<file path="src/include/cmpl_settings.svh">
`ifndef CMPL_SETTINGS_SVH
`define CMPL_SETTINGS_SVH

// datapath width
`define CMPL_XLEN 32

// physical registers, log2 gives the tag width
`define CMPL_PHYS_REGS 64
`define CMPL_TAG_W $clog2(`CMPL_PHYS_REGS)

// reorder buffer entries, power of two so pointers wrap
`define CMPL_ROB_DEPTH 16
`define CMPL_ROB_IDX_W $clog2(`CMPL_ROB_DEPTH)

// writeback lanes, also CDB width and PRF write ports
`define CMPL_WB_WIDTH 4

`endif

</file>
<file path="src/verilog/rob_ctrl_pkg.sv">
package rob_ctrl_pkg;

    // retire sequencer
    typedef enum logic [1:0] {
        RT_IDLE   = 2'd0,
        RT_RETIRE = 2'd1,
        RT_FLUSH  = 2'd2
    } retire_state_e;

    // jump results write back the link value
    typedef enum logic [1:0] {
        KIND_ALU  = 2'd0,
        KIND_JUMP = 2'd1
    } result_kind_e;

endpackage

</file>
<file path="src/verilog/cmpl_types_pkg.sv">
`include "cmpl_settings.svh"

package cmpl_types_pkg;

    typedef logic [`CMPL_XLEN-1:0]      data_t;
    typedef logic [`CMPL_TAG_W-1:0]     prf_tag_t;
    typedef logic [`CMPL_ROB_IDX_W-1:0] rob_idx_t;

    typedef struct packed {
        logic                       valid;
        rob_ctrl_pkg::result_kind_e kind;
        rob_idx_t                   rob_idx;
        prf_tag_t                   dest_prf;
        data_t                      value;
        data_t                      link_value;
        logic                       exception;
        logic                       mispred;
    } fu_result_t;

    typedef struct packed {
        logic     valid;
        rob_idx_t rob_idx;
        prf_tag_t dest_prf;
        data_t    data;
    } lsq_wb_t;

    typedef struct packed {
        logic     valid;
        prf_tag_t phys_tag;
        data_t    value;
    } cdb_entry_t;

    typedef struct packed {
        logic     valid;
        rob_idx_t rob_idx;
        logic     exception;
        logic     mispred;
        data_t    value;
    } rob_cmpl_t;

    typedef struct packed {
        logic     en;
        prf_tag_t addr;
        data_t    data;
    } prf_wr_t;

    typedef struct packed {
        logic     valid;
        rob_idx_t rob_idx;
        prf_tag_t dest_prf;
        data_t    value;
        logic     exception;
        logic     mispred;
    } retire_t;

    // wishbone classic, host side
    typedef struct packed {
        logic     cyc;
        logic     stb;
        logic     we;
        prf_tag_t adr;
        data_t    dat;
    } wb_m2s_t;

    typedef struct packed {
        logic  ack;
        logic  err;
        data_t dat;
    } wb_s2m_t;

endpackage

</file>
<file path="src/verilog/complete_stage.sv">
`timescale 1ns/1ps
`include "cmpl_settings.svh"

module complete_stage (
    input  cmpl_types_pkg::fu_result_t [`CMPL_WB_WIDTH-1:0] fu_res_i,
    input  cmpl_types_pkg::lsq_wb_t                         lsq_wb_i,
    output logic                                            lsq_ready_o,
    output cmpl_types_pkg::prf_wr_t    [`CMPL_WB_WIDTH-1:0] prf_wr_o,
    output cmpl_types_pkg::rob_cmpl_t  [`CMPL_WB_WIDTH-1:0] rob_cmpl_o,
    output cmpl_types_pkg::cdb_entry_t [`CMPL_WB_WIDTH-1:0] cdb_o
);

    logic [`CMPL_WB_WIDTH-1:0] load_sel;

    // lowest idle lane takes the load
    always_comb begin
        logic free_seen;
        free_seen = 1'b0;
        load_sel  = '0;
        for (int i = 0; i < `CMPL_WB_WIDTH; i++) begin
            if (!fu_res_i[i].valid && !free_seen) begin
                load_sel[i] = 1'b1;
                free_seen   = 1'b1;
            end
        end
    end

    assign lsq_ready_o = |load_sel;

    always_comb begin
        cmpl_types_pkg::fu_result_t res;
        cmpl_types_pkg::data_t      val;
        prf_wr_o   = '0;
        rob_cmpl_o = '0;
        cdb_o      = '0;
        for (int i = 0; i < `CMPL_WB_WIDTH; i++) begin
            res = fu_res_i[i];
            if (res.kind == rob_ctrl_pkg::KIND_JUMP) begin
                val = res.link_value;
            end else begin
                val = res.value;
            end
            if (res.valid) begin
                prf_wr_o[i]   = '{en: 1'b1, addr: res.dest_prf, data: val};
                rob_cmpl_o[i] = '{valid: 1'b1, rob_idx: res.rob_idx,
                                  exception: res.exception, mispred: res.mispred,
                                  value: val};
                cdb_o[i]      = '{valid: 1'b1, phys_tag: res.dest_prf, value: val};
            end else if (load_sel[i] && lsq_wb_i.valid) begin
                // loads never fault or mispredict here
                prf_wr_o[i]   = '{en: 1'b1, addr: lsq_wb_i.dest_prf, data: lsq_wb_i.data};
                rob_cmpl_o[i] = '{valid: 1'b1, rob_idx: lsq_wb_i.rob_idx,
                                  exception: 1'b0, mispred: 1'b0, value: lsq_wb_i.data};
                cdb_o[i]      = '{valid: 1'b1, phys_tag: lsq_wb_i.dest_prf,
                                  value: lsq_wb_i.data};
            end
        end
    end

    // renaming hands out unique tags, so merged lanes never collide
    always_comb begin
        for (int i = 0; i < `CMPL_WB_WIDTH; i++) begin
            for (int j = i + 1; j < `CMPL_WB_WIDTH; j++) begin
                assert final (!(prf_wr_o[i].en && prf_wr_o[j].en &&
                                prf_wr_o[i].addr == prf_wr_o[j].addr))
                    else $error("complete_stage: two lanes write the same register");
            end
        end
    end

endmodule

</file>
<file path="config.mk">
export PLATFORM = sky130hd
export DESIGN_NAME = complete_stage
export DESIGN_NICKNAME = d
export VERILOG_FILES = /design/src/verilog/rob_ctrl_pkg.sv /design/src/verilog/cmpl_types_pkg.sv /design/src/verilog/complete_stage.sv
export VERILOG_INCLUDE_DIRS = /design/src /design/src/include
export SDC_FILE = /design/constraint.sdc
export NUM_CORES = 1
export LEC_CHECK = 0
export ABC_CLOCK_PERIOD_IN_PS = 1200
export BUFFER_PORTS_ARGS = -buffer_cell sky130_fd_sc_hd__buf_2
export CAP_MARGIN = 20
export CORE_AREA = 10 10 312 314
export DETAILED_ROUTE_END_ITERATION = 6
export DIE_AREA = 0 0 322 324
export PLACE_DENSITY = 0.31
export SLEW_MARGIN = 20
export SYNTH_ARGS = -nofsm -noshare
export SYNTH_HDL_FRONTEND = slang
export SYNTH_SLANG_ARGS = --single-unit
</file>
<file path="constraint.sdc">
create_clock -name vclk -period 1.2
set_input_delay 0.06 -clock vclk [all_inputs]
set_output_delay 0.06 -clock vclk [all_outputs]
set_load 0.03 [all_outputs]
</file>
Word level (Yosys, flattened, before mapping)
Cells that the tools add are included.
{ "totals": {"register_bits": 0, "latchBits": 0, "mem_bits_rw": 0, "rom_bits": 0, "out_inout_bits": 469, "n_memories": 0} }
{ "classes": {"add_sub_neg": 0, "multipliers": 0, "n_div": 0, "magnitude_cmp": 0, "eq_ne": 4, "shifts": 0, "mux": 26, "n_bitwise": 0, "n_reduce_logical": 13} }
{ "ops": {"columns": ["op", "n"], "rows": [
  ["two-way mux 39 bit", 16],
  ["two-way mux 32 bit", 4],
  ["== test 2 x 1 -> 1 bit, second input constant", 4],
  ["logical AND 1 bit", 7],
  ["two-way mux 1 bit", 6],
  ["zero test 1 bit", 5],
  ["OR reduction 4 bit", 1]
]} }

Depth between registers and ports, before layout
{ "logic_depth": {"word_depth": 12, "mapped_depth": 7} }

Worst setup path after synthesis
No wires, ideal clock.
{ "synth_timing": {"path_kind": "input port to output port", "startpoint": "input port fu_res_i[78] in the netlist's numbering", "endpoint": "output port prf_wr_o[32] in the netlist's numbering", "arrival_time_ps": 1430, "required_time_ps": 1140, "slack_ps": -290, "path_stages": 4, "n_path_buf": 3, "path_cell_list": "buf_2 -> clkbuf_1 -> o21ai_0 -> buf_4"} }
{ "synth_lines": {"columns": ["item", "line_no", "rtl"], "rows": [
  ["start, declared", "complete_stage.sv:5", "input cmpl_types_pkg::fu_result_t [`CMPL_WB_WIDTH-1:0] fu_res_i,"],
  ["end, declared", "complete_stage.sv:8", "output cmpl_types_pkg::prf_wr_t [`CMPL_WB_WIDTH-1:0] prf_wr_o,"]
]} }

==> summary.md <==
| Metric | Value |
|---|---|
| Status | `finished, violations left` |
| Violated checks | `negative setup slack` |
| Final slew viol count | `0` |
| Gr ovfl total | `0` |
| Buf+Inv Stages, Crit Path | `4` |
| Rows | `111` |
| CP top delay family | `buffers and inverters` |
| Vias | `8896` |
| DRC violations left | `0` |
| DR iter-0 viols | `419` |
| Syn_nets | `1249` |
| Max Used Layer | `met5` |
| Final hold vios | `0` |
| Slew margin rel. | `75.98%` |
| Die H | `about 320 µm` |
| Final setup viols | `353` |
| Critical path data arrival time | `between 1000 and 1500 ps` |
| Pre-CTS setup slack | `-352.1 ps` |
| Seq_cells | `0` |
| Met3 WL post-DR | `5364 µm` |
| Die X | `about 320 µm` |
| Pre-antenna DRT Iters | `4` |
| CP Data Required Time | `1140 ps` |
| Share of cells above drive strength 1 | `88.67%` |
| DR vias/cell | `~3.3` |
| Layout area overhead | `192.5%` |
| Synth area leader | `buf_4` |
| RSZ-0062 raised after global routing | `true` |
| Final period util | `120.4%` |
| Post-Syn Area | `about 5700 µm²` |
| Tightest Pin Transition | `360.3 ps` |
| Initial antenna violation count | `13` |
| Worst-path cell chain | `buf_8 > nor2b_4 > buf_6 > buf_12 > mux2_4 > a22o_4 > buf_6` |
| Critical path class | `primary input to primary output` |
| Layout Utilization | `18.16%` |
| I/O Pins | `828` |
| Final Critical Period | `approximately 1400 ps` |
| Critical Path Max Stage Delay | `310 ps` |
| DPL Wire Length | `57840 µm` |
| Power Dens Cells | `around 600 nW/µm²` |
| Max Clk Rate | `0.6923 GHz` |
| First-pass GRT wire length | `~90000 µm` |
| Core area | `91110 µm²` |
| Largest net degree at the start of global routing | `33` |
| Leakage | `0.008253 µW` |
| Worst hold margin | `463.4 ps` |
| Post-DRT Antenna Nets | `0` |
| Synth top area cells | `buf_4 40%, nand3_1 25%, a22o_1 10%` |
| Met2 WL | `35740 µm` |
| Setup TNS | `-34930 ps` |
| Slowest-stage cell, CP | `mux2_4` |
| WL final | `just over 70000 µm` |
| CP most frequent cell | `buf_6` |
| Worst-case vdd ir drop | `330.0 µV` |
| Setup WS post-layout | `-244.4 ps` |
| Sequential share of the synthesized area | `0%` |
| CP Max Fanout | `5` |
| Total GRT Usage | `12.59%` |
| Worst setup EP type | `primary output` |
| Crit path launch type | `primary input` |
| # clk buffers | `0` |
| # port buffers | `approximately 830` |
| Final Power | `9894 µW` |
| Vias in the first global route | `9902` |
| Gp weighted congestion | `roughly 0.79` |
| Initial Util | `6.207%` |
| Library cells used by synthesis | `22` |
| Yosys warns | `0` |
| Die area | `104300 µm²` |
| Nets | `1835` |
| Per-cell routed wire length | `26.86 µm` |
| Post-Syn Instances | `890` |
| Hold Path Class | `primary input to primary output` |
| Synthesized area per cell | `around 6.4 µm²` |
| Wire length on met1 | `between 20000 and 30000 µm` |
| Reg area | `0 µm²` |
| Max Cap Viol | `0` |
| Post-synth top area share | `39.56%` |
## worst min-delay path, delay by kind of cell
kind / cells / cell delay [ps]
AO/OA/AOI/OAI: 1 / 130
buffers and inverters: 2 / 210
## layout make-up
| class | count | area (µm²) |
|---|---|---|
| Timing Repair Buffer | 949 | 9097 |
| Antenna cell | 3 | 7.507 |
| Tap cell | 1186 | 1484 |
| Multi-Input combinational cell | 525 | 5953 |
| Fill cell | 10176 | 74570 |
## metrics by stage
step / cell area [µm²] / cells
5_1_grt: 16530 / 2660
4_1_cts: 15950 / 2663
2_1_floorplan: 7171 / 890
3_5_place_dp: 11030 / 2609
3_3_place_gp: 11030 / 2609
6_report: 16540 / 2663
## placed cells by master (no fill, tap or decap), types with 32 or more instances in the layout
cell	synthesis	routed
a22o_4	0	54
buf_12	0	57
buf_2	21	382
buf_4	298	46
buf_6	4	401
buf_8	0	44
mux2_4	30	32
nand2_4	0	86
nand3_1	288	123
nand3_2	0	62
nand3_4	0	103
## routing by layer
layer,global-route usage (%),up-vias
met5,0,-
met4,0.8645,6
met3,2.511,45
met2,22.58,487
met1,15.95,4359
li1,-,3999
## cells by family (layout without fill, tap and decap cells)
group / Yosys count / after routing / synth area share (%)
AOI/OAI and AO/OA: 73 / 73 / 10.88
muxes: 32 / 32 / 8.363
buffers and inverters: 365 / 949 / 45.00
and+or+nand+nor: 420 / 420 / 35.75
other: 0 / 3 / 0
## power breakdown
group	total (µW)	internal (µW)	switching, µW	leakage [µW]
combinational	9890	4120	5780	0.00825
clock	0.000127	0.000127	0	0.0000000190
sequential	0	0	0	0
## cell usage after synthesis, drive strengths merged
cell    count
nand2     108
nand4       2
clkbuf     39
nand3     288
and2        8
nor2        1
and4b       1
nand2b      4
a21o        1
a22o       66
buf       326
o21ai       6
and3b       1
or2         2
mux2       32
nor2b       5
## path summary, 6_finish.rpt
check	to	from	slack [ps]	cells after the start
setup / recovery	prf_wr_o[144]	fu_res_i[313]	-240	7
hold / removal	prf_wr_o[149]	fu_res_i[303]	460	3
## what timing repair did
| item | CTS | global route |
|---|---|---|
| pin swaps | 85 | 50 |
| setup buffers | 42 | 9 |
| gates resized for setup | 1141 | 163 |
| cloned | 17 | 2 |
| endpoints found under the setup margin | 460 | 444 |
| hold buffers | 0 | 0 |
No activity file was read; power rests on OpenSTA's default activity.
