## src/include/cmpl_settings.svh

```systemverilog
`ifndef CMPL_SETTINGS_SVH
`define CMPL_SETTINGS_SVH

// datapath width
`define CMPL_XLEN 32

// physical registers, log2 gives the tag width
`define CMPL_PHYS_REGS 64
`define CMPL_TAG_W $clog2(`CMPL_PHYS_REGS)

// reorder buffer entries, power of two so pointers wrap
`define CMPL_ROB_DEPTH 16
`define CMPL_ROB_IDX_W $clog2(`CMPL_ROB_DEPTH)

// writeback lanes, also CDB width and PRF write ports
`define CMPL_WB_WIDTH 4

`endif

```

## src/verilog/rob_ctrl_pkg.sv

```systemverilog
package rob_ctrl_pkg;

    // retire sequencer
    typedef enum logic [1:0] {
        RT_IDLE   = 2'd0,
        RT_RETIRE = 2'd1,
        RT_FLUSH  = 2'd2
    } retire_state_e;

    // jump results write back the link value
    typedef enum logic [1:0] {
        KIND_ALU  = 2'd0,
        KIND_JUMP = 2'd1
    } result_kind_e;

endpackage

```

## src/verilog/cmpl_types_pkg.sv

```systemverilog
`include "cmpl_settings.svh"

package cmpl_types_pkg;

    typedef logic [`CMPL_XLEN-1:0]      data_t;
    typedef logic [`CMPL_TAG_W-1:0]     prf_tag_t;
    typedef logic [`CMPL_ROB_IDX_W-1:0] rob_idx_t;

    typedef struct packed {
        logic                       valid;
        rob_ctrl_pkg::result_kind_e kind;
        rob_idx_t                   rob_idx;
        prf_tag_t                   dest_prf;
        data_t                      value;
        data_t                      link_value;
        logic                       exception;
        logic                       mispred;
    } fu_result_t;

    typedef struct packed {
        logic     valid;
        rob_idx_t rob_idx;
        prf_tag_t dest_prf;
        data_t    data;
    } lsq_wb_t;

    typedef struct packed {
        logic     valid;
        prf_tag_t phys_tag;
        data_t    value;
    } cdb_entry_t;

    typedef struct packed {
        logic     valid;
        rob_idx_t rob_idx;
        logic     exception;
        logic     mispred;
        data_t    value;
    } rob_cmpl_t;

    typedef struct packed {
        logic     en;
        prf_tag_t addr;
        data_t    data;
    } prf_wr_t;

    typedef struct packed {
        logic     valid;
        rob_idx_t rob_idx;
        prf_tag_t dest_prf;
        data_t    value;
        logic     exception;
        logic     mispred;
    } retire_t;

    // wishbone classic, host side
    typedef struct packed {
        logic     cyc;
        logic     stb;
        logic     we;
        prf_tag_t adr;
        data_t    dat;
    } wb_m2s_t;

    typedef struct packed {
        logic  ack;
        logic  err;
        data_t dat;
    } wb_s2m_t;

endpackage

```

## src/verilog/rob_ptr_counter.sv

```systemverilog
`timescale 1ns/1ps
`include "cmpl_settings.svh"

module rob_ptr_counter (
    input  logic                     clock,
    input  logic                     rst_n_i,
    input  logic                     alloc_i,
    input  logic                     retire_i,
    input  logic                     flush_i,
    output cmpl_types_pkg::rob_idx_t head_o,
    output cmpl_types_pkg::rob_idx_t tail_o,
    output logic                     full_o,
    output logic                     empty_o
);

    cmpl_types_pkg::rob_idx_t head_q;
    cmpl_types_pkg::rob_idx_t tail_q;
    logic [`CMPL_ROB_IDX_W:0] count_q;

    always_ff @(posedge clock or negedge rst_n_i) begin
        if (!rst_n_i) begin
            head_q  <= '0;
            tail_q  <= '0;
            count_q <= '0;
        end else if (flush_i) begin
            head_q  <= '0;
            tail_q  <= '0;
            count_q <= '0;
        end else begin
            if (alloc_i) begin
                tail_q <= tail_q + 1'b1;
            end
            if (retire_i) begin
                head_q <= head_q + 1'b1;
            end
            case ({alloc_i, retire_i})
                2'b10:   count_q <= count_q + 1'b1;
                2'b01:   count_q <= count_q - 1'b1;
                default: count_q <= count_q;
            endcase
        end
    end

    assign head_o  = head_q;
    assign tail_o  = tail_q;
    assign full_o  = (count_q == `CMPL_ROB_DEPTH);
    assign empty_o = (count_q == '0);

    a_count_bound: assert property (@(posedge clock) disable iff (!rst_n_i)
        count_q <= `CMPL_ROB_DEPTH)
        else $error("rob_ptr_counter: occupancy above ROB depth");

endmodule

```

## config.mk

```make
export PLATFORM = sky130hd
export DESIGN_NAME = rob_ptr_counter
export DESIGN_NICKNAME = d
export VERILOG_FILES = /design/src/verilog/rob_ctrl_pkg.sv /design/src/verilog/cmpl_types_pkg.sv /design/src/verilog/rob_ptr_counter.sv
export VERILOG_INCLUDE_DIRS = /design/src /design/src/include
export SDC_FILE = /design/constraint.sdc
export NUM_CORES = 1
export LEC_CHECK = 0
export BUFFER_PORTS_ARGS = -buffer_cell sky130_fd_sc_hd__buf_2
export CORE_UTILIZATION = 56
export CTS_BUF_LIST = sky130_fd_sc_hd__clkbuf_16
export CTS_CLUSTER_SIZE = 28
export DETAILED_ROUTE_END_ITERATION = 6
export GPL_ROUTABILITY_DRIVEN = 1
export HOLD_SLACK_MARGIN = 0.03
export MAX_ROUTING_LAYER = met4
export PLACE_DENSITY = 0.81
export SETUP_SLACK_MARGIN = 0.5
export SKIP_LAST_GASP = 1
export SLEW_MARGIN = 40
export SYNTH_ARGS = -nofsm -noshare
export SYNTH_HDL_FRONTEND = slang
export SYNTH_SLANG_ARGS = --single-unit
```

## constraint.sdc

```tcl
create_clock -name clock -period 2.9 [get_ports clock]
set_clock_uncertainty 0.2 [all_clocks]
set_input_delay 0.29 -clock clock [delete_from_list [all_inputs] [get_ports clock]]
set_output_delay 0.29 -clock clock [all_outputs]
set_load 0.01 [all_outputs]
```

; Word-level counts from Yosys, hierarchy flattened
; Cells that the tools add are included.
[totals]
regBits = 13
in_bits = 5
out_inout_bits = 10
word_cells = 20
[op_classes]
n_addsub = 4
n_eq_ne = 3
mux = 6
reduce_logical = 4
[op_table]
columns = operator, count
row1 = 4-bit two-way mux, 4
row2 = 5-bit case mux with 2 select lines, 1
row3 = 4-bit by 1-bit adder with 4-bit output (second input constant), 2
row4 = 5-bit by 1-bit adder with 5-bit output (second input constant), 1
row5 = 5-bit equality test (second input constant), 1
row6 = 5-bit zero test, 1
row7 = 5-bit two-way mux, 1
row8 = 5-bit by 1-bit subtractor with 5-bit output (second input constant), 1
row9 = 2-bit nonzero test, 2
row10 = 3-bit nonzero test, 1
row11 = 2-bit by 1-bit equality test with 1-bit output (second input constant), 1
row12 = 2-bit equality test (second input constant), 1

; Logic depth before layout (Yosys ltp)
[logic_depth]
word_depth = 3
ltp_mapped = 9

; Worst setup path before layout
; No wires, ideal clock.
[synth_timing]
path_kind = input to register
startpoint = in alloc_i
endpoint = reg count_q[4]
setup_time_ps = 132
t_arrival_ps = 1618
path_slack_ps = 950
path_stages = 9
path_buffers = 2
path_cell_list = buf_6 -> nand2b_4 -> buf_8 -> xnor2_1 -> ha_1 -> o31a_1 -> o32ai_2 -> xnor2_1 -> nor2_1
[synth_via]
elab_chain_len = 3
[synth_lines]
columns = element, line
row1 = from (decl), rob_ptr_counter.sv:7  ; input logic alloc_i,
row2 = 2-bit by 1-bit equality test with 1-bit output / 2-bit equality test (equally long branches), rob_ptr_counter.sv:36  ; case ({alloc_i, retire_i})
row3 = 5-bit case mux with 2 select lines, rob_ptr_counter.sv:36
row4 = 5-bit two-way mux, rob_ptr_counter.sv:25  ; end else if (flush_i) begin
row5 = to (signal assigned), rob_ptr_counter.sv:37  ; 2'b10: count_q <= count_q + 1'b1;
row6 = to (signal assigned), rob_ptr_counter.sv:38  ; 2'b01: count_q <= count_q - 1'b1;
row7 = to (signal assigned), rob_ptr_counter.sv:39  ; default: count_q <= count_q;
row8 = to (decl), rob_ptr_counter.sv:18  ; logic [`CMPL_ROB_IDX_W:0] count_q;
; Parallel ways exist; a longest one is shown, timed or not.
; A chain may end at the register's enable or synchronous reset.

; Worst setup path in the final report
[layout_timing]
startpoint = reg count_q[1]
endpoint = out full_o
[layout_via]
elab_chain_len = 1
[layout_lines]
columns = element, line
row1 = 5-bit equality test (no source line), n/a
row2 = to (decl), rob_ptr_counter.sv:12  ; output logic full_o,
; Every way passes these cells.

==> impl_results.md <==
* Status: finished, final reports clean
* Critical Path AT at around 1.5 ns
* Startpoint Class: flop
* Core area at roughly 1300 sq um
* Clk pwr share at roughly 45%
* Ports at 15
* GRT overflow at 0
* CTS buffer count at 3
* Vias/cell at 5.59
* Max-cap violations at 0
* Vias in the first global route at ~540
* Die area at 1540 sq um
* Drt wl/cell at approximately 14 um
* Dominant cells by area after synthesis: dfrtp_1, nor2_1, ha_1
* CP max FO at 9
* Synth unique cells at 30
* Final worst slack at 0.922 ns
* Net Sw Frac at between 20% and 30%
* Minimum clock period at 1.98 ns
* Post-CTS Setup Inserts at 0
* Vias at roughly 600
* Syn_nets at 85
* Hold_ws at 0.198 ns
* Clk slew on worst S/H paths at 0.05 ns
* Worst slack at placement at about 0.87 ns
* Root Driver: clkbuf_16
* Inserted Diodes at 0
* Crit Path Class: flop to output pin
* Final setup fails at 0
* Synth Area per Inst at around 10 sq um
* Mapped Area at ~780 sq um
* H-tree depth reported by CTS at 1
* Final net count at 100
* Most used routing layer: met2
* Relative max-transition margin at 80.3%
* Flop pwr share at 38.2%
* Initial Utilization at between 50% and 60%
* Worst Path Required at between 2 and 2.5 ns
* Worst Tran Pin Value at 0.293 ns
* Clock Latency Late Sink at 0.24 ns
* Initial antenna violation count at 0
* # rows at 13
* PwrDens at between 600 and 700 nW/um^2
* Met2 Usage GRT at 41.7%
* Mapped Cells at 76
* Clock Path Buffers at 2
* RSZ-0062 raised after global routing: no
* CTS tree: done
* Yosys reg bits at 13
* Number of clock sinks at 13
* Cell area after layout at a little over 900 sq um
* Drt pass-1 iters at 2
* Final period util at just under 70%
* Post-synth top area cell: dfrtp_1
* Hold WC Path Type: input port to flop
* Net Sw Power at 0.000140 W
* GRT Resource Usage Total at 23.1%
* Final hold violation count at 0
* Power Internal at ~0.00042 W
* FMAX at 506 MHz
* Setup total negative slack at 0 ns
* Met3 usage in global routing at 5.11%
* # DRC at 0
* Met1 Use GR at 25.9%
* Final Max Tran Viols at 0
* Placed Area at about 820 sq um
* CP endpoint kind: output pin
* P&R area growth vs syn at 16.7%
* Largest net degree at the start of global routing at 14
* DRT antenna net count at 0
* Share of the synthesized area in the top cell type at between 40% and 50%
* Gp weighted congestion at 0.750
* DRT iter0 DRCs at 5
* I/O Buffers at 14
* Comb power frac at between 15 and 20%
* Synth warn at 0
* Leak Pwr at between 0.4 and 0.5 nW
* Die Ht at ~39 um
* DIE WIDTH at a little under 40 um
* Final wirelength at around 1500 um
* First-pass GRT wire length at 2280 um
* Seq/Total Area, Yosys at between 40% and 50%
* Peak supply drop at approximately 0.43 mV
* Share of cells above drive strength 1 at 26.7%
* Detail Placement HPWL at 1050 um
[metrics by stage]
step                      std cells  power (W)  utilization (%)
final                           105   0.000562             69.7
after floorplan                  76   0.000286                -
after global placement          100   0.000304             62.8
after global routing            105   0.000590             69.7
after detailed placement        100   0.000310             62.8
after CTS                       105   0.000570             69.7
[layout make-up]
class	instances	area (sq um)
Clock inverter	1	5.00
Timing Repair Buffer	15	80.1
Sequential cell	13	325
Multi-Input combinational cell	55	392
Tap cell	15	18.8
Fill cell	102	394
Inverter	3	11.3
Clock buffer	3	75.1
[cells in the mapped netlist]
library cell	count
nand4_1	2
nand2b_4	1
buf_6	2
a31oi_1	1
nor3_1	1
o31ai_2	1
and4b_2	1
nand3_1	2
a211oi_2	1
o31ai_1	1
and2_1	1
clkbuf_1	1
nand3b_1	1
xor2_1	4
buf_4	1
o21ai_0	2
nand2_1	4
inv_1	3
xnor2_1	5
a211o_1	1
dfrtp_1	13
o32ai_2	1
buf_8	1
nor2_1	14
mux2i_1	2
ha_1	4
or4_1	1
or2b_2	1
o31a_1	1
a21oi_1	2
[cells by family after synthesis]
logic type / share of synthesized area, %
xor gates and xnor gates: 10.1
AOI/OAI and AO/OA: 11.9
DFF: 41.9
adders and majority gates: 6.44
buffers and inverters: 7.73
muxes: 2.58
and+or+nand+nor: 19.3
[timing repair]
item                      4_1_cts  5_1_grt
hold buffers                    1        0
resized for setup               0        0
hold endpoints to repair       13        0
[state kept, by name, indices dropped and copies added, names as in the netlist]
name	count
count_q	5
head_o	4
tail_o	4
[path summary, 6_finish.rpt]
check | startpoint | endpoint | slack, ns | cells after the start
setup / recovery | count_q[1]$_DFFE_PN0P_ | full_o | 0.92 | 3
hold / removal | flush_i | count_q[2]$_DFFE_PN0P_ | 0.20 | 2
setup reg to reg | count_q[1]$_DFFE_PN0P_ | count_q[4]$_DFFE_PN0P_ | 1.00 | 6
hold reg to reg | head_o[3]$_DFFE_PN0P_ | head_o[3]$_DFFE_PN0P_ | 0.34 | 2
max in group asynchronous | rst_n_i | head_o[3]$_DFFE_PN0P_ | 2.00 | 2
min in group asynchronous | rst_n_i | count_q[4]$_DFFE_PN0P_ | 0.28 | 2
[per-layer routing]
metal,vias up,routed length [um]
li1,286,-
met1,289,635
met2,10,777
met3,2,34
met4,0,10
met5,-,0
[power groups by stage]
stage | Clock [W] | Combinational (W) | Sequential, W
2_1_floorplan | 0 | 0.0000726 | 0.000213
3_3_place_gp | 0 | 0.0000883 | 0.000216
3_5_place_dp | 0 | 0.0000930 | 0.000217
4_1_cts | 0.000260 | 0.0000956 | 0.000215
5_1_grt | 0.000268 | 0.000105 | 0.000217
6_report | 0.000254 | 0.0000937 | 0.000215
[worst max-delay path: stages (launching register included)]
cell and delay (ns):
dfrtp_1 0.47, or4_1 0.55, nor2_1 0.10, buf_2 0.13
[cells in the final DEF, fill, tap and decap left out, types with 2 or more instances in the layout]
| cell type | instances |
|---|---|
| a21oi_1 | 2 |
| nor2_1 | 14 |
| inv_1 | 3 |
| mux2i_1 | 2 |
| xor2_1 | 4 |
| buf_2 | 14 |
| nand2_1 | 4 |
| dfrtp_1 | 13 |
| clkbuf_16 | 3 |
| ha_1 | 4 |
| nand4_1 | 2 |
| xnor2_1 | 5 |
| nand3_1 | 2 |
| o21ai_0 | 2 |
No activity file was read; power rests on OpenSTA's default activity.
