File: src/include/cmpl_settings.svh
`ifndef CMPL_SETTINGS_SVH
`define CMPL_SETTINGS_SVH

// datapath width
`define CMPL_XLEN 32

// physical registers, log2 gives the tag width
`define CMPL_PHYS_REGS 64
`define CMPL_TAG_W $clog2(`CMPL_PHYS_REGS)

// reorder buffer entries, power of two so pointers wrap
`define CMPL_ROB_DEPTH 16
`define CMPL_ROB_IDX_W $clog2(`CMPL_ROB_DEPTH)

// writeback lanes, also CDB width and PRF write ports
`define CMPL_WB_WIDTH 4

`endif

File: src/verilog/rob_ctrl_pkg.sv
package rob_ctrl_pkg;

    // retire sequencer
    typedef enum logic [1:0] {
        RT_IDLE   = 2'd0,
        RT_RETIRE = 2'd1,
        RT_FLUSH  = 2'd2
    } retire_state_e;

    // jump results write back the link value
    typedef enum logic [1:0] {
        KIND_ALU  = 2'd0,
        KIND_JUMP = 2'd1
    } result_kind_e;

endpackage

File: src/verilog/cmpl_types_pkg.sv
`include "cmpl_settings.svh"

package cmpl_types_pkg;

    typedef logic [`CMPL_XLEN-1:0]      data_t;
    typedef logic [`CMPL_TAG_W-1:0]     prf_tag_t;
    typedef logic [`CMPL_ROB_IDX_W-1:0] rob_idx_t;

    typedef struct packed {
        logic                       valid;
        rob_ctrl_pkg::result_kind_e kind;
        rob_idx_t                   rob_idx;
        prf_tag_t                   dest_prf;
        data_t                      value;
        data_t                      link_value;
        logic                       exception;
        logic                       mispred;
    } fu_result_t;

    typedef struct packed {
        logic     valid;
        rob_idx_t rob_idx;
        prf_tag_t dest_prf;
        data_t    data;
    } lsq_wb_t;

    typedef struct packed {
        logic     valid;
        prf_tag_t phys_tag;
        data_t    value;
    } cdb_entry_t;

    typedef struct packed {
        logic     valid;
        rob_idx_t rob_idx;
        logic     exception;
        logic     mispred;
        data_t    value;
    } rob_cmpl_t;

    typedef struct packed {
        logic     en;
        prf_tag_t addr;
        data_t    data;
    } prf_wr_t;

    typedef struct packed {
        logic     valid;
        rob_idx_t rob_idx;
        prf_tag_t dest_prf;
        data_t    value;
        logic     exception;
        logic     mispred;
    } retire_t;

    // wishbone classic, host side
    typedef struct packed {
        logic     cyc;
        logic     stb;
        logic     we;
        prf_tag_t adr;
        data_t    dat;
    } wb_m2s_t;

    typedef struct packed {
        logic  ack;
        logic  err;
        data_t dat;
    } wb_s2m_t;

endpackage

File: src/verilog/retire_fsm.sv
`timescale 1ns/1ps

module retire_fsm (
    input  logic                    clock,
    input  logic                    rst_n_i,
    input  cmpl_types_pkg::retire_t head_i,
    input  logic                    retire_ready_i,
    output cmpl_types_pkg::retire_t retire_o,
    output logic                    retire_strobe_o,
    output logic                    flush_o
);

    rob_ctrl_pkg::retire_state_e state_q;
    rob_ctrl_pkg::retire_state_e state_d;
    cmpl_types_pkg::retire_t     retire_q;
    logic                        load;

    // head_i already shows the next entry during a handshake
    always_comb begin
        state_d = state_q;
        load    = 1'b0;
        case (state_q)
            rob_ctrl_pkg::RT_IDLE: begin
                if (head_i.valid) begin
                    state_d = rob_ctrl_pkg::RT_RETIRE;
                    load    = 1'b1;
                end
            end
            rob_ctrl_pkg::RT_RETIRE: begin
                if (retire_ready_i) begin
                    if (retire_q.exception || retire_q.mispred) begin
                        state_d = rob_ctrl_pkg::RT_FLUSH;
                    end else if (head_i.valid) begin
                        load = 1'b1;
                    end else begin
                        state_d = rob_ctrl_pkg::RT_IDLE;
                    end
                end
            end
            rob_ctrl_pkg::RT_FLUSH: state_d = rob_ctrl_pkg::RT_IDLE;
            default:                state_d = rob_ctrl_pkg::RT_IDLE;
        endcase
    end

    always_ff @(posedge clock or negedge rst_n_i) begin
        if (!rst_n_i) begin
            state_q <= rob_ctrl_pkg::RT_IDLE;
        end else begin
            state_q <= state_d;
        end
    end

    always_ff @(posedge clock) begin
        if (load) begin
            retire_q <= head_i;
        end
    end

    always_comb begin
        retire_o       = retire_q;
        retire_o.valid = (state_q == rob_ctrl_pkg::RT_RETIRE);
    end

    assign retire_strobe_o = (state_q == rob_ctrl_pkg::RT_RETIRE) && retire_ready_i;
    assign flush_o         = (state_q == rob_ctrl_pkg::RT_FLUSH);

endmodule

File: config.mk
export PLATFORM = sky130hd
export DESIGN_NAME = retire_fsm
export DESIGN_NICKNAME = d
export VERILOG_FILES = /design/src/verilog/rob_ctrl_pkg.sv /design/src/verilog/cmpl_types_pkg.sv /design/src/verilog/retire_fsm.sv
export VERILOG_INCLUDE_DIRS = /design/src /design/src/include
export SDC_FILE = /design/constraint.sdc
export NUM_CORES = 1
export LEC_CHECK = 0
export BUFFER_PORTS_ARGS = -buffer_cell sky130_fd_sc_hd__buf_2
export CORE_UTILIZATION = 38
export CTS_BUF_LIST = sky130_fd_sc_hd__clkbuf_8
export DETAILED_ROUTE_END_ITERATION = 8
export GPL_TIMING_DRIVEN = 0
export PLACE_DENSITY = 0.78
export SYNTH_ARGS = -nofsm -noshare
export SYNTH_HDL_FRONTEND = slang
export SYNTH_SLANG_ARGS = --single-unit
File: constraint.sdc
create_clock -name clock -period 2.4 [get_ports clock]
set_input_delay 0.12 -clock clock [delete_from_list [all_inputs] [get_ports clock]]
set_output_delay 0.12 -clock clock [all_outputs]
set_load 0.005 [all_outputs]
Word level (Yosys, flattened, before mapping):

Cells that the tools add are included.

* output and inout port bits: 47
* logic and storage cells: 24
* memory bits (read-only): 0
* memory bits (writable): 0
* latch bits: 0
* memories kept: 0
* bits in registers: 46

* add/sub/neg operators: 0
* bitwise logic cells: 0
* $mul: 0
* magnitude comparators: 0
* shift operators: 0
* equality and inequality tests: 5
* divide/modulo/power cells: 0
* reduce and logical (&&, ||, !) cells: 4
* mux-type cells: 9

Operators with widths (count)
* 2-bit 2-to-1 mux: 4
* 2-bit != test, second input constant: 2
* 2-bit one-hot mux with 2 select lines: 1
* 1-bit 2-to-1 mux: 3
* 3-bit by 2-bit != test with 1-bit output, second input constant: 1
* 3-bit AND reduction: 1
* 2-bit by 1-bit == test with 1-bit output, second input constant: 1
* 2-bit == test, second input constant: 1
* 2-bit zero test: 1
* 1-bit one-hot mux with 2 select lines: 1
* 1-bit logical AND: 1
* 1-bit logical OR: 1

Depth between registers and ports, before layout:

Gate-level depths: netlist (run 1).

* depth after elaboration: 4
* gate-level depth with buffers: 2

Worst setup path after synthesis (run 1):

OpenSTA, ideal clock, no wires.

* path kind: register -> register
* from: register retire_q, in the netlist retire_o[0]
* to: register retire_q, in the netlist retire_o[0], enable pin
* setup time: 0.417 ns
* stages on the path, launching flop included: 3
* arrival: 2.060 ns
* path slack: -0.076 ns
* period minus slack after synthesis: 2.476 ns
* cells stage by stage: edfxtp_1 > or3b_1 > a21oi_2

* word-level cells in the longest chain between the ends: 4

Ends and longest elaborated chain
* from (decl): RTL line retire_fsm.sv:15 `cmpl_types_pkg::retire_t retire_q;`
* from (signal assigned): RTL line retire_fsm.sv:55 `retire_q <= head_i;`
* 1-bit logical OR: RTL line retire_fsm.sv:31 `if (retire_q.exception || retire_q.mispred) begin`
* 1-bit 2-to-1 mux: RTL line retire_fsm.sv:31
* 1-bit 2-to-1 mux: RTL line retire_fsm.sv:30 `if (retire_ready_i) begin`
* 1-bit one-hot mux with 2 select lines: RTL line retire_fsm.sv:22 `case (state_q)`
* net load: RTL line retire_fsm.sv:16 `logic load;`

The timed path passes the listed nets, and every way through them passes these cells.
A chain may end at the register's enable or synchronous reset.

Worst setup path after layout (run 1):

* from: register retire_q, in the netlist retire_o[0]
* to: register retire_q, in the netlist retire_o[23], enable pin

The elaborated chain is that of the path after synthesis.

==> results.yml, run 1 <==
worst_setup_path:
  crit-reg2reg-launch: "retire_o[0]$_DFFE_PP_"
  cp-end-kind: "flop"
  cp_max_fo: 23
  cp.arrival_ns: 2.07
  critPathLaunchType: "flop"
  worstSetupPathType: "reg -> reg"
  crit_required_ns: 2.40
  worstSetupStartpoint: "retire_o[0]$_DFFE_PP_"
logic_synthesis:
  avgSynthCellArea_um2: 25.48
  ys_warn_count: 0
  synth_top_family_by_area: "simple AND/OR/NAND/NOR gates"
  postSynthCellCount: 57
  netlist_top_cells_area: "edfxtp_1 91%, dfrtp_1 3.4%, or3b_1 1.2%, nand2b_1 0.86%, nor2b_1 0.86%"
  ys_seq_elements: 46
  yosysMostFrequentCell: "edfxtp_1"
  netlist-cell-type-count: 10
  dominantRegCellSynth: "edfxtp_1"
  synthAdderAreaFrac: 0
  synth_top_area_cell: "edfxtp_1"
  synth_xor_area_frac: 0
  synth_common_cells: "44 x edfxtp_1, 2 x dfrtp_1, 2 x nand2b_1, 2 x nor2b_1, 2 x or3b_1"
  synth_edf_count: 44
  synthMuxAreaShare: 0
  async_flop_share: 0.04348
  ys_seq_area_frac: 0.9440
  synth_nets: 105
  synth_top_area_frac: 0.9096
  synth-simple-area-share: 0.04048
  synth_compound_area_frac: 0.01550
  synthesis.area_mm2: 0.001453
routing:
  wl_mm: 3.323
  vias: 1052
  drc_errors: 0
  via_per_inst: 4.347
  drt_iter0_markers: 37
  routedWlPerCell_um: 13.73
  ant_nets: 0
  firstDrtPassIters: 4
layout:
  n_antenna_cell: 0
  drive_gt1_frac: 0.5309
  fillCellCount: 279
  final_nets: 241
  stdcell_count: 242
  syn_to_final_growth_pct: 68.65
global_route:
  antenna_found_initial: 0
  grt_max_degree: 45
  grt_pass1_wl_mm: 4.981
  grt_pass1_vias: 1138
  grt_overflow: 0
  grt_use_total: 0.1716
run_status:
  status: "finished clean"
sta:
  min_period_ns: 2.070
  grt_setup_unrepaired: "false"
  max_freq_mhz: 483.1
  finalSetupTns_ns: 0
  finalCritPeriodShare: 0.8625
  finClkSkew_ns: 0.007070
  relSlewSlack: 0.4931
  hold_violations: 0
  drv_slew: 0
  holdWs_ns: 0.008033
  worstMarginPinSlew_ns: 0.7586
  finalSetupViolations: 0
pwr:
  p_leak_nw: 1.051
  powerDensity_mw_per_mm2: 750.6
  peakVddDrop_mv: 0.5220
  power.total_w: 0.001839
clock_network:
  cts_root_buf: "clkbuf_8"
  clk_latency_ns: 0.29
  cts_buffers: 5
  cts_setup_buffers: 0
  clk_pin_slew_ns: 0.08
  cts_sinks: 46
  htreeDepth: 2
  cts_tree: "done"
  clk_path_buf_depth: 2
place:
  place_congestion: 0.7023
  placed_cells: 199
  io_buffers: 94
die:
  die_width_um: 63.83
  initial_utilization: 0.3968
  die_area_mm2: 0.004074
  die_height_um: 63.83
  coreArea_mm2: 0.003661
  ios: 95
  row_count: 22
flow_run:
  drv_cap: 0
min_path:
  hold_start: "head_i[29]"
  hp-class: "in -> reg"
[cells by family (layout without fill, tap and decap cells)]
group,count (synthesis),after routing
DFF,46,46
and+or+nand+nor,8,8
AOI/OAI and AO/OA,3,3
buffers and inverters,0,137
[power breakdown]
group | total (W) | switching (W) | internal, W
Clock | 0.000456 | 0.000228 | 0.000228
Combinational | 0.000317 | 0.000147 | 0.000170
Sequential | 0.00107 | 0.0000421 | 0.00102
[area by class of cell]
class	instances	area, um^2	share of cell area
Clock buffer	6	82.58	0.03371
Timing Repair Buffer	129	838.3	0.3422
Multi-Input combinational cell	11	88.84	0.03626
Sequential cell	46	1371	0.5598
Tap cell	48	60.06	0.02451
Clock inverter	2	8.758	0.003575
[state kept, by name, indices dropped and copies added (netlist names)]
name,flops
retire_o,44
state_q,2
[layout by cell type, fill, tap and decap left out]
master         instances
nand2b_1               2
or3b_1                 2
inv_1                  1
and3b_1                1
buf_16                 1
dfrtp_1                2
dlygate4sd3_1         34
clkinv_2               1
buf_2                 94
nor2b_1                2
a31oi_1                1
clkbuf_8               6
edfxtp_1              44
a21oi_4                1
or2b_1                 1
o21a_1                 1
[repair_timing]
action,in CTS,in global routing
endpoints found under the hold margin,34,1
hold buffers,33,1
resized for setup,0,0
[worst paths after layout]
path / to / slack (ns) / cells past startpoint
worst min register to register: state_q[0]$_DFFE_PN0P_ / 0.51 / 1
worst min-delay path: retire_o[29]$_DFFE_PP_ / 0.008 / 1
min in group asynchronous: state_q[0]$_DFFE_PN0P_ / 0.16 / 2
worst max-delay path: retire_o[23]$_DFFE_PP_ / 0.33 / 3
worst max register to register: retire_o[23]$_DFFE_PP_ / 0.33 / 3
max in group asynchronous: state_q[1]$_DFFE_PN0P_ / 2.14 / 2
[metrics by stage]
| step | setup slack (ns) | utilization | instance area [um^2] |
|---|---|---|---|
| final | 0.3301 | 0.6692 | 2450 |
| after global routing | 0.1959 | 0.6692 | 2450 |
| after CTS | 0.05498 | 0.6589 | 2412 |
| after detailed placement | 0.07144 | 0.5437 | 1991 |
| after global placement | 0.1845 | 0.5437 | 1991 |
| after floorplan | 0.3556 | - | 1460 |
[worst max-delay path: stages (launching register included)]
cell	delay (ns)
edfxtp_1	0.43
or3b_1	0.45
a21oi_4	0.64
buf_16	0.24
[routing by layer]
metal  vias to the layer above  GRT usage  routed length (um)
li1                        494          -                   -
met1                       497     0.1592                1085
met2                        51     0.3298                1936
met3                        10    0.03750                 198
met4                         0     0.1108                 103
met5                         -          0                   0
Power figures use the tool's default switching activity.
==> run 2, diff against run 1 <==
GPL_TIMING_DRIVEN = default   (was 0)
==> results.yml, run 2 (synthesis results as in run 1) <==
layout:
  largest_reg_flops: 44
  most-common-layout-cells: "94 x buf_2, 44 x edfxtp_1, 27 x dlygate4sd3_1, 5 x clkbuf_8"
  final_common_cell: "buf_2"
  n_antenna_cell: 0
  drive_gt1_frac: 0.5508
  final_util: 0.6456
  syn_to_final_growth_pct: 62.70
  final_nets: 234
sta:
  finalCritPeriodShare: 0.6784
  finClkSkew_ns: 0.008677
  finalSetupViolations: 0
  worstMarginPinSlew_ns: 0.2294
  min_period_ns: 1.628
  relSlewSlack: 0.8470
  drv_slew: 0
  hold_violations: 0
  grt_setup_unrepaired: "false"
  max_freq_mhz: 614.1
  finalSetupTns_ns: 0
  holdWs_ns: 0.01075
flow_run:
  drv_cap: 0
clock_network:
  cts_setup_buffers: 0
  cts_tree: "done"
  cts_buffers: 5
  htreeDepth: 2
  ctsResizeCount: 0
  holdBufCountCts: 22
  clk_path_buf_depth: 2
  cts_sinks: 46
  cts_root_buf: "clkbuf_8"
  clk_pin_slew_ns: 0.08
  clk_latency_ns: 0.29
die:
  initial_utilization: 0.3968
  die_width_um: 63.83
  ios: 95
  die_height_um: 63.83
  row_count: 22
  die_area_mm2: 0.004074
  coreArea_mm2: 0.003661
pwr:
  peakVddDrop_mv: 0.4221
  powerDensity_mw_per_mm2: 755.8
  p_leak_nw: 1.015
  power.total_w: 0.001786
routing:
  via_per_inst: 4.226
  vias: 993
  routedWlPerCell_um: 13.23
  firstDrtPassIters: 3
  drc_errors: 0
  wl_mm: 3.108
  drt_iter0_markers: 34
  ant_nets: 0
worst_setup_path:
  slowest_delay_ns: 0.45
  cp_max_fo: 44
  slowest_stage: "or3b_1"
  crit_chain: "or3b_1 > a21oi_4 > buf_12"
  crit_required_ns: 2.38
  critPathLaunchType: "flop"
  cp.arrival_ns: 1.60
  worstSetupPathType: "reg -> reg"
  cp-end-kind: "flop"
global_route:
  grt_overflow: 0
  antenna_found_initial: 0
  grt_max_degree: 45
  grt_use_total: 0.1553
  grt_pass1_vias: 971
  grt_pass1_wl_mm: 4.429
place:
  place_congestion: 0.7110
  io_buffers: 94
run_status:
  status: "finished clean"
min_path:
  hp-class: "in -> reg"
run 2: final cells by class:
type / count / area [um^2]
clock buffers: 5 / 68.82
clock inverters: 3 / 13.76
fillers: 275 / 1297
multi-input cells: 11 / 88.84
flip-flops and latches: 46 / 1371
well taps: 48 / 60.06
repair buffers: 122 / 760.7
run 2: per-stage QoR:
stage	setup slack, ns	instances	instance area, um^2
4_1_cts	0.7622	230	2313
3_5_place_dp	0.7775	200	2011
3_3_place_gp	0.8346	200	2011
5_1_grt	0.7035	235	2364
2_1_floorplan	0.3556	57	1460
6_report	0.7717	235	2364
run 2: layer usage:
| metal | global-route usage | vias to the layer above | wire length [um] |
|---|---|---|---|
| li1 | - | 481 | - |
| met1 | 0.1489 | 453 | 1088 |
| met2 | 0.2952 | 51 | 1764 |
| met3 | 0.03571 | 8 | 174 |
| met4 | 0.09375 | 0 | 80 |
| met5 | 0 | - | 0 |
run 2: final timing paths:
path	slack [ns]	start	to	depth (start not counted)
worst max-delay path	0.77	retire_o[0]$_DFFE_PP_	retire_o[25]$_DFFE_PP_	3
worst min-delay path	0.01	head_i[13]	retire_o[13]$_DFFE_PP_	1
worst max register to register	0.77	retire_o[0]$_DFFE_PP_	retire_o[25]$_DFFE_PP_	3
worst min register to register	0.51	state_q[1]$_DFFE_PN0P_	state_q[0]$_DFFE_PN0P_	1
max in group asynchronous	2.16	rst_n_i	state_q[1]$_DFFE_PN0P_	2
min in group asynchronous	0.15	rst_n_i	state_q[0]$_DFFE_PN0P_	2
run 2: worst max-delay path: cells and delay by family, from the launching register on:
kind / cells / cell delay (ns)
simple gates: 1 / 0.45
flops: 1 / 0.42
buf+inv: 1 / 0.25
compound gates: 1 / 0.18
run 2: power by group:
group | internal [W] | total [W] | switching (W)
clock network | 0.000197 | 0.000423 | 0.000226
logic | 0.000157 | 0.000300 | 0.000143
registers | 0.00102 | 0.00106 | 0.0000401
total | 0.00138 | 0.00179 | 0.000409
